[src/include/immu_params.svh]
////////////////////
// Instruction MMU parameters
// Address and data widths, page geometry, TLB size and exception vectors
////////////////////

`ifndef IMMU_PARAMS_SVH
`define IMMU_PARAMS_SVH

// Address and data width
`define NCPU_AW 32
`define NCPU_DW 32

// Page offset bits, 8 KiB pages
`define PAGE_SHIFT 13
// Virtual and physical page number width
`define VPN_DW 19

// TLB index width, 16 entries
`define ITLB_AW 4

// Exception vectors for TLB miss and page fault
`define EITM_VECTOR 32'h0000_0100
`define EIPF_VECTOR 32'h0000_0200

`endif

[src/verilog/immu_pkg.sv]
////////////////////
// Instruction MMU types
// Virtual address views, TLB word layouts and the exception code
////////////////////

`include "immu_params.svh"

package immu_pkg;

   // Page view of a virtual address
   typedef struct packed {
      logic [`VPN_DW-1:0]     vpn;
      logic [`PAGE_SHIFT-1:0] offset;
   } vpage_t;

   // Same word read flat or as page number plus offset
   typedef union packed {
      logic [`NCPU_AW-1:0] raw;
      vpage_t              pg;
   } vaddr_u;

   // TLB low word, tag and valid
   typedef struct packed {
      logic [`VPN_DW-1:0] vpn;
      logic [11:0]        rsv;
      logic               v;
   } tlbl_t;

   // TLB high word, frame number and attributes
   typedef struct packed {
      logic [`VPN_DW-1:0] ppn;
      logic [3:0]         rsv_a;
      logic               s;
      logic [2:0]         rsv_b;
      logic               rx;
      logic               ux;
      logic [1:0]         rsv_c;
      logic               p;
   } tlbh_t;

   // Fetch exception code
   typedef struct packed {
      logic pf;
      logic itm;
   } exc_t;

endpackage

[src/verilog/fetch_pipebuf.sv]
////////////////////
// One-entry stage control
// Valid/ready occupancy flag with flush, gives the stage clock enable
////////////////////

module fetch_pipebuf (
   input  logic clk,
   input  logic rst,
   input  logic flush,
   input  logic a_valid,
   output logic a_ready,
   output logic b_valid,
   input  logic b_ready,
   output logic cke
);

   logic full;

   // Room when empty or when the held item leaves this cycle
   assign a_ready = ~full | b_ready;
   assign b_valid = full;

   // Load strobe for the stage registers
   // No load while a flush is squashing the input
   assign cke = a_valid & a_ready & ~flush;

   always_ff @(posedge clk) begin
      if (rst) begin
         full <= 1'b0;
      end else if (flush) begin
         full <= 1'b0;
      end else if (a_ready) begin
         full <= a_valid;
      end
   end

endmodule

[src/verilog/tlb_ram.sv]
////////////////////
// TLB storage
// Dual-port synchronous RAM, lookup port A and software port B
// Port B writes bypass to a same-address read on port A
////////////////////

`include "immu_params.svh"

module tlb_ram (
   input  logic                clk,
   input  logic                rst,
   input  logic [`ITLB_AW-1:0] addr_a,
   input  logic                en_a,
   output logic [`NCPU_DW-1:0] dout_a,
   input  logic [`ITLB_AW-1:0] addr_b,
   input  logic                we_b,
   input  logic [`NCPU_DW-1:0] din_b,
   output logic [`NCPU_DW-1:0] dout_b
);

   localparam int DEPTH = 1 << `ITLB_AW;

   logic [`NCPU_DW-1:0] mem [DEPTH];

   // Software write
   always_ff @(posedge clk) begin
      if (we_b) begin
         mem[addr_b] <= din_b;
      end
   end

   // Lookup read, output held while en_a is low
   always_ff @(posedge clk) begin
      if (rst) begin
         dout_a <= '0;
      end else if (en_a) begin
         // Same-cycle write wins over the stale entry
         if (we_b && (addr_b == addr_a)) begin
            dout_a <= din_b;
         end else begin
            dout_a <= mem[addr_a];
         end
      end
   end

   // Readback, write-first
   always_ff @(posedge clk) begin
      if (rst) begin
         dout_b <= '0;
      end else if (we_b) begin
         dout_b <= din_b;
      end else begin
         dout_b <= mem[addr_b];
      end
   end

endmodule

[src/verilog/fetch_seq.sv]
////////////////////
// Fetch sequencer
// Holds the fetch PC and issues word addresses to the MMU
////////////////////

`include "immu_params.svh"

module fetch_seq (
   input  logic             clk,
   input  logic             rst,
   input  logic             start,
   input  immu_pkg::vaddr_u start_addr,
   input  logic             run,
   input  logic             redirect,
   input  immu_pkg::vaddr_u redirect_addr,
   output logic             f_valid,
   input  logic             f_ready,
   output immu_pkg::vaddr_u f_addr
);

   // f_addr is the PC itself
   always_ff @(posedge clk) begin
      if (rst) begin
         f_addr.raw <= '0;
         f_valid    <= 1'b0;
      end else if (start) begin
         // New program start, drop any pending issue
         f_addr  <= start_addr;
         f_valid <= 1'b0;
      end else if (redirect) begin
         // Exception redirect squashes the unaccepted address
         f_addr  <= redirect_addr;
         f_valid <= 1'b0;
      end else begin
         // Step one word per accepted transfer
         if (f_valid && f_ready) begin
            f_addr.raw <= f_addr.raw + `NCPU_AW'(4);
         end
         // Keep an unaccepted request up even when run drops
         f_valid <= run | (f_valid & ~f_ready);
      end
   end

endmodule

[src/verilog/immu.sv]
////////////////////
// Instruction MMU
// Direct-mapped TLB lookup, miss and permission checks
// Exceptions replace the address with their vector
////////////////////

`include "immu_params.svh"

module immu (
   input  logic                clk,
   input  logic                rst,
   input  logic                flush,
   input  logic                f_valid,
   output logic                f_ready,
   input  immu_pkg::vaddr_u    f_addr,
   output logic                m_valid,
   input  logic                m_ready,
   output immu_pkg::vaddr_u    m_addr,
   output immu_pkg::exc_t      m_exc,
   input  logic                imme,
   input  logic                rm,
   output logic [`NCPU_DW-1:0] immid,
   output logic [`NCPU_DW-1:0] tlbl,
   input  logic [`ITLB_AW-1:0] tlbl_idx,
   input  logic [`NCPU_DW-1:0] tlbl_nxt,
   input  logic                tlbl_we,
   output logic [`NCPU_DW-1:0] tlbh,
   input  logic [`ITLB_AW-1:0] tlbh_idx,
   input  logic [`NCPU_DW-1:0] tlbh_nxt,
   input  logic                tlbh_we
);
   import immu_pkg::*;

   logic                   cke;
   logic                   imme_r;
   logic                   rm_r;
   logic [`VPN_DW-1:0]     vpn_r;
   logic [`PAGE_SHIFT-1:0] offset_r;
   logic [`NCPU_AW-1:0]    raw_r;
   tlbl_t                  tlb_l;
   tlbh_t                  tlb_h;
   logic                   tlb_miss;
   logic                   perm_denied;

   fetch_pipebuf u_pipebuf (
      .clk     (clk),
      .rst     (rst),
      .flush   (flush),
      .a_valid (f_valid),
      .a_ready (f_ready),
      .b_valid (m_valid),
      .b_ready (m_ready),
      .cke     (cke)
   );

   // TLB size report
   assign immid = `NCPU_DW'(`ITLB_AW);

   // Request fields, captured with the RAM read
   always_ff @(posedge clk) begin
      if (cke) begin
         imme_r   <= imme;
         rm_r     <= rm;
         vpn_r    <= f_addr.pg.vpn;
         offset_r <= f_addr.pg.offset;
         raw_r    <= f_addr.raw;
      end
   end

   // Low word, tag and valid
   tlb_ram u_tlb_l (
      .clk    (clk),
      .rst    (rst),
      .addr_a (f_addr.pg.vpn[`ITLB_AW-1:0]),
      .en_a   (cke),
      .dout_a (tlb_l),
      .addr_b (tlbl_idx),
      .we_b   (tlbl_we),
      .din_b  (tlbl_nxt),
      .dout_b (tlbl)
   );

   // High word, frame and permissions
   tlb_ram u_tlb_h (
      .clk    (clk),
      .rst    (rst),
      .addr_a (f_addr.pg.vpn[`ITLB_AW-1:0]),
      .en_a   (cke),
      .dout_a (tlb_h),
      .addr_b (tlbh_idx),
      .we_b   (tlbh_we),
      .din_b  (tlbh_nxt),
      .dout_b (tlbh)
   );

   // Miss on invalid entry or tag mismatch
   assign tlb_miss = ~tlb_l.v | (tlb_l.vpn != vpn_r);
   // Root mode checks rx, user mode checks ux
   assign perm_denied = rm_r ? ~tlb_h.rx : ~tlb_h.ux;

   // Page fault only on a hit, both only with translation on
   assign m_exc.itm = imme_r & tlb_miss;
   assign m_exc.pf  = imme_r & ~tlb_miss & perm_denied;

   always_comb begin
      if (!imme_r) begin
         m_addr.raw = raw_r;
      end else if (m_exc.itm) begin
         m_addr.raw = `EITM_VECTOR;
      end else if (m_exc.pf) begin
         m_addr.raw = `EIPF_VECTOR;
      end else begin
         // Frame number joined with the page offset
         m_addr.pg.vpn    = tlb_h.ppn;
         m_addr.pg.offset = offset_r;
      end
   end

endmodule

[src/verilog/fetch_commit.sv]
////////////////////
// Fetch commit stage
// Output register, redirects the sequencer on an exception
////////////////////

module fetch_commit (
   input  logic             clk,
   input  logic             rst,
   input  logic             m_valid,
   output logic             m_ready,
   input  immu_pkg::vaddr_u m_addr,
   input  immu_pkg::exc_t   m_exc,
   output logic             out_valid,
   input  logic             out_ready,
   output immu_pkg::vaddr_u out_addr,
   output immu_pkg::exc_t   out_exc,
   output logic             redirect,
   output immu_pkg::vaddr_u redirect_addr
);

   // Free when empty or when the output is taken
   assign m_ready = ~out_valid | out_ready;

   // Exception leaves the output, pulse once
   assign redirect = out_valid & out_ready & (out_exc.itm | out_exc.pf);
   // Vector already sits in the address
   assign redirect_addr = out_addr;

   always_ff @(posedge clk) begin
      if (rst) begin
         out_valid <= 1'b0;
      end else if (m_ready) begin
         // Item arriving behind an exception is squashed
         out_valid <= m_valid & ~redirect;
      end
   end

   // Result payload
   always_ff @(posedge clk) begin
      if (m_valid && m_ready) begin
         out_addr <= m_addr;
         out_exc  <= m_exc;
      end
   end

endmodule

[src/verilog/immu_top.sv]
////////////////////
// Instruction fetch address path
// Sequencer, MMU and commit stage in a row
////////////////////

`include "immu_params.svh"

module immu_top (
   input  logic                clk,
   input  logic                rst,
   input  logic                start,
   input  immu_pkg::vaddr_u    start_addr,
   input  logic                run,
   input  logic                imme,
   input  logic                rm,
   output logic [`NCPU_DW-1:0] immid,
   output logic [`NCPU_DW-1:0] tlbl,
   input  logic [`ITLB_AW-1:0] tlbl_idx,
   input  logic [`NCPU_DW-1:0] tlbl_nxt,
   input  logic                tlbl_we,
   output logic [`NCPU_DW-1:0] tlbh,
   input  logic [`ITLB_AW-1:0] tlbh_idx,
   input  logic [`NCPU_DW-1:0] tlbh_nxt,
   input  logic                tlbh_we,
   output logic                out_valid,
   input  logic                out_ready,
   output immu_pkg::vaddr_u    out_addr,
   output immu_pkg::exc_t      out_exc
);
   import immu_pkg::*;

   logic   f_valid;
   logic   f_ready;
   vaddr_u f_addr;
   logic   m_valid;
   logic   m_ready;
   vaddr_u m_addr;
   exc_t   m_exc;
   logic   redirect;
   vaddr_u redirect_addr;

   fetch_seq u_seq (
      .clk           (clk),
      .rst           (rst),
      .start         (start),
      .start_addr    (start_addr),
      .run           (run),
      .redirect      (redirect),
      .redirect_addr (redirect_addr),
      .f_valid       (f_valid),
      .f_ready       (f_ready),
      .f_addr        (f_addr)
   );

   // Redirect also flushes the MMU entry
   immu u_immu (
      .clk      (clk),
      .rst      (rst),
      .flush    (redirect),
      .f_valid  (f_valid),
      .f_ready  (f_ready),
      .f_addr   (f_addr),
      .m_valid  (m_valid),
      .m_ready  (m_ready),
      .m_addr   (m_addr),
      .m_exc    (m_exc),
      .imme     (imme),
      .rm       (rm),
      .immid    (immid),
      .tlbl     (tlbl),
      .tlbl_idx (tlbl_idx),
      .tlbl_nxt (tlbl_nxt),
      .tlbl_we  (tlbl_we),
      .tlbh     (tlbh),
      .tlbh_idx (tlbh_idx),
      .tlbh_nxt (tlbh_nxt),
      .tlbh_we  (tlbh_we)
   );

   fetch_commit u_commit (
      .clk           (clk),
      .rst           (rst),
      .m_valid       (m_valid),
      .m_ready       (m_ready),
      .m_addr        (m_addr),
      .m_exc         (m_exc),
      .out_valid     (out_valid),
      .out_ready     (out_ready),
      .out_addr      (out_addr),
      .out_exc       (out_exc),
      .redirect      (redirect),
      .redirect_addr (redirect_addr)
   );

endmodule

[config.mk]
export PLATFORM = sky130hd
export DESIGN_NAME = immu_top
export DESIGN_NICKNAME = d
export VERILOG_FILES = /design/src/verilog/immu_pkg.sv /design/src/verilog/fetch_pipebuf.sv /design/src/verilog/tlb_ram.sv /design/src/verilog/fetch_seq.sv /design/src/verilog/immu.sv /design/src/verilog/fetch_commit.sv /design/src/verilog/immu_top.sv
export VERILOG_INCLUDE_DIRS = /design/src /design/src/include
export SDC_FILE = /design/constraint.sdc
export NUM_CORES = 2
export LEC_CHECK = 0
export BUFFER_PORTS_ARGS = -buffer_cell sky130_fd_sc_hd__buf_2
export CAP_MARGIN = 10
export CORE_ASPECT_RATIO = 1.2
export CORE_MARGIN = 3
export CORE_UTILIZATION = 55
export DETAILED_ROUTE_END_ITERATION = 6
export PLACE_DENSITY = 0.8
export SYNTH_ARGS = -nofsm -noshare
export SYNTH_HDL_FRONTEND = slang
export SYNTH_SLANG_ARGS = --single-unit
[constraint.sdc]
create_clock -name clk -period 4.2 [get_ports clk]
set_input_delay 0.63 -clock clk [delete_from_list [all_inputs] [get_ports clk]]
set_output_delay 0.63 -clock clk [all_outputs]
set_load 0.005 [all_outputs]
==> results summary <==
The post-route antenna net violation count is 0. In the routed design, unresolved DRC markers number 0. In this run the mean area of a mapped cell was 18.5 sq um. The floorplan die area came out at 99500 sq um. The HPWL after detailed placement came out at 85700 um.

The proportion of synthesized flip-flops having asynchronous set or reset came out at 0. The highest achievable clock rate came out at 0.292 GHz. At the later pin of the worst-skew pair, clock insertion delay measures 0.70 ns. The measured slew at the worst slew-check pin is 1.26 ns. The number of cells produced by synthesis came out at 2848. The worst register-to-register path has a depth of 6. The first element of the critical path is u_seq.f_addr[14]$_SDFFE_PP0P_. The worst ir drop on vdd is 0.585 mV.

The tree built by TritonCTS fans out to 1232 sinks. The non-filler instance count after layout came out at 4430. The ratio of cells with drive above 1 in the final layout came out at 0.322.

In this run, CTS created clock tree buffers numbering 113. The number of hold violations in the final report came out at 0. The worst register-to-register path begins at u_seq.f_addr[14]$_SDFFE_PP0P_.

The total buffers and inverters traversed by the critical path came out at 1. The final hold slack is 0.194 ns. The congestion estimate from routability-driven global placement came to 0.905. The cell count after placement is 4199.

The floorplan step set the die height to 345 um. Setup repair after global routing left no endpoint under its margin. The via count of the first global-routing pass came to 32090. The number of gates resized after CTS is 0. In this run the worst path has a maximum fanout of 33. STA puts the critical path data required time at 4.78 ns. The data arrival time at the worst-slack endpoint is 4.00 ns. The floorplan step defined a core boundary enclosing 94300 sq um. The H-tree generated during clock tree synthesis spans 3 levels. The sequential share of the synthesized area is 0.676.

The number of nets in the layout is 3178. In this run, synthesis inferred 1092 flip-flops with an integrated enable. In the synthesized netlist the dominant register cell turns out to be edfxtp_1. The number of pins exceeding their max-slew limit in the final report came to 0. The kind of critical path is reg -> reg. The number of distinct standard cells referenced by the synthesized netlist came out at 76. In this run the most critical hold path is launched from run. The first-pass GRT wire length is 210000 um. Entering global routing, the biggest net connects 72 pins. The floorplan row count came out at 123.

Yosys printed 0 warnings. The number of synthesized register bits came out at 1232. The average routed wire per standard cell came out at 32.2 um. The number of fill cells is 6180. The slowest stage of the critical path belongs to the cell nor3_1. Counting instances, the worst hold path has a depth of 3.

The TritonCTS clock tree is done. The overall global routing resource usage came out at 0.286. The register clock-pin slew on the reported worst setup and hold paths is 0.07 ns. The gate family responsible for the most delay along the worst path is compound AO/OA/AOI/OAI gates. The number of max-cap violations is 0. The detail-routed via count per cell came out at 6.97. The final critical path time including I/O delays and setup came out at 3.43 ns. The number of antenna violations at the first check in global routing is 16. The total number of vias came out at 30874. Buffers placed on the I/O ports in this run total 211. The number of buffers between clock root and the deepest sink came out at 3.

The die width is 289 um. The path class of the lowest-slack min-delay path is in -> reg. The leakage power summed over all cells is 19.4 nW. The path with the worst hold slack has its endpoint at u_seq.f_valid$_SDFF_PP0_. Summed over all layers, the routed wires come to 143000 um. STA classifies the critical path startpoint as a flip-flop.

The overall overflow remaining after global route came out at 0. The endpoint identified for the worst register-to-register timing path is u_immu.u_tlb_l.dout_a[21]$_SDFFE_PP0P_. The detailed-router iteration count before antenna repair is 6. The accumulated negative setup slack came out at 0 ns. The worst pin sits at a relative slew slack of 0.151.

The power density over the cells came out at 451 nW/um^2. Of the available clock period, the critical path in the final layout requires 0.816. The register-to-register path setup slack came out at 0.77 ns. The initial core utilization came out at 0.558. The violation count after the first detailed-route iteration is 3661.

On the worst path, the slowest cell contributes a delay of 0.82 ns. In this run the clock root is driven by a clkbuf_16. In this run the cell area of the synthesized design comes to 52700 sq um. At the end of the flow the core is filled with cells to 0.631.

The number of hold buffers added after CTS was 0. The critical path goes through xor2_1 > nor3_1 > a311o_1 > buf_4 > a211oi_1 > a221o_1. The number of setup violations in the final report came out at 0.

During I/O placement, the number of pins put on the boundary was 244. The flow ran to the end, and the final reports show no timing, DRC or antenna violations. On the final layout, the worst clock skew is 0.0481 ns. The worst setup path is captured at a flip-flop. The layout overhead on the synthesized area is 13.1%. The number of buffers inserted to repair setup after CTS is 0.
## cell type report
cell class                      instances  area [sq um]  area share
Inverter                               12          46.3    0.000777
Clock buffer                          139          3080      0.0517
Antenna cell                           15          37.5    0.000630
Multi-Input combinational cell       1386         16100       0.271
Clock inverter                         77           928      0.0156
Tap cell                             1250          1560      0.0263
Sequential cell                      1232         35600       0.598
Timing Repair Buffer                  319          2180      0.0366
## stage by stage
| step | area [sq um] | total power [W] | worst slack, ns |
|---|---|---|---|
| 5_1_grt | 59500 | 0.0276 | 0.666 |
| 4_1_cts | 59500 | 0.0270 | 0.853 |
| 3_3_place_gp | 55500 | 0.0161 | 0.647 |
| 3_5_place_dp | 55500 | 0.0161 | 0.614 |
| 2_1_floorplan | 52800 | 0.0154 | 0.214 |
| 6_report | 59600 | 0.0269 | 0.772 |
## state kept, by name, summed over array words and instances (netlist names)
register and flops:
u_immu.u_tlb_h.mem 512, u_immu.u_tlb_l.mem 512, u_commit.out_addr 32, u_immu.raw_r 32
u_immu.u_tlb_h.dout_b 32, u_immu.u_tlb_l.dout_b 32, u_seq.f_addr 32, u_immu.u_tlb_h.dout_a 21
u_immu.u_tlb_l.dout_a 20, u_commit.out_exc 2, u_commit.out_valid 1, u_immu.imme_r 1
u_immu.rm_r 1, u_immu.u_pipebuf.b_valid 1, u_seq.f_valid 1
## report_power, final
group	internal (W)	switching, W	total [W]
Clock	0.00635	0.00459	0.0109
Combinational	0.000883	0.00116	0.00205
Sequential	0.0136	0.000238	0.0139
Total	0.0209	0.00599	0.0269
## logic make-up (layout without fill, tap and decap cells)
kind of cell,Yosys count,after routing,synth area share
other,2,47,0.000143
AO/OA/AOI/OAI,509,509,0.0699
flip-flops,1232,1232,0.676
XOR/XNOR,38,38,0.00632
adder cells (fa/ha/maj),1,1,0.000237
AND/OR/NAND/NOR,342,342,0.0336
buffers and inverters,260,547,0.0262
multiplexers,464,464,0.188
## cell usage after synthesis (all sizes together) (11+ instances only)
library cell | count | area, sq um
nor3 | 30 | 155
mux2i | 44 | 440
nand2 | 47 | 179
nor2 | 118 | 448
a22o | 19 | 166
a22oi | 131 | 983
mux4 | 420 | 9460
nor4 | 11 | 98.8
a221o | 41 | 410
clkbuf | 106 | 398
a21oi | 151 | 756
nand3 | 24 | 120
buf | 142 | 936
nor2b | 45 | 282
dfxtp | 140 | 2800
nand4 | 11 | 83.8
edfxtp | 1092 | 32800
a211oi | 93 | 843
and3 | 16 | 100
xor2 | 29 | 254
o21ai | 24 | 120
## metal layers
metal  wire, um  GRT usage  up-vias
met4       7710      0.145        8
met5         48          0        -
met1      46400      0.341    15830
met2      74000      0.487     2207
met3      14600     0.0667      496
li1           -          -    12333
## cell usage in the layout (no fill, tap or decap), types with 9 or more instances in the layout
cell type   synthesis  layout
nor3_1             29      19
nor2_4              0      27
a211oi_1           64      64
mux2i_1            44      44
edfxtp_1         1092    1092
a22o_1             19      19
and4_1              9       9
bufinv_16           0      18
nor2_1            116      89
o21ai_0            20      20
clkinv_1            1      12
buf_12              0      23
a211oi_2           29      29
buf_2              70     206
a21oi_1           151     151
a22oi_1           131     131
clkinv_2            1      29
clkbuf_1          106      15
nor2b_1            45      41
xor2_1             29      29
dfxtp_1           140     136
nand3_1            24      24
xnor2_1             9       9
clkinvlp_4          0       9
diode_2             0      15
nand4_1            10      10
inv_1               9       9
nor3_2              1      11
clkbuf_16           0     117
nor4_1              9       9
and3_1             16      16
nand2_1            46      46
mux4_2            420     420
conb_1              2      32
clkbuf_8            0       9
buf_4              47      88
a221o_1            41      41
## worst min-delay path, stage by stage
cell,delay [ns]
buf_2,0.09
a21oi_1,0.04
nor2_1,0.07
## worst max-delay path by stage
| stage | endpoint | slack [ns] | cells past startpoint |
|---|---|---|---|
| 2_1_floorplan | u_immu.u_tlb_l.mem[0][0]$_DFFE_PP_ | 0.21 | 3 |
| 3_3_place_gp | u_immu.u_tlb_l.dout_a[16]$_SDFFE_PP0P_ | 0.65 | 7 |
| 3_5_place_dp | u_immu.u_tlb_l.dout_a[18]$_SDFFE_PP0P_ | 0.61 | 7 |
| 4_1_cts | u_immu.u_tlb_l.dout_a[21]$_SDFFE_PP0P_ | 0.85 | 6 |
| 5_1_grt | u_immu.u_tlb_l.dout_a[14]$_SDFFE_PP0P_ | 0.67 | 6 |
| 6_report | u_immu.u_tlb_l.dout_a[21]$_SDFFE_PP0P_ | 0.77 | 6 |
Note: power is estimated with default switching activity, not from simulation.
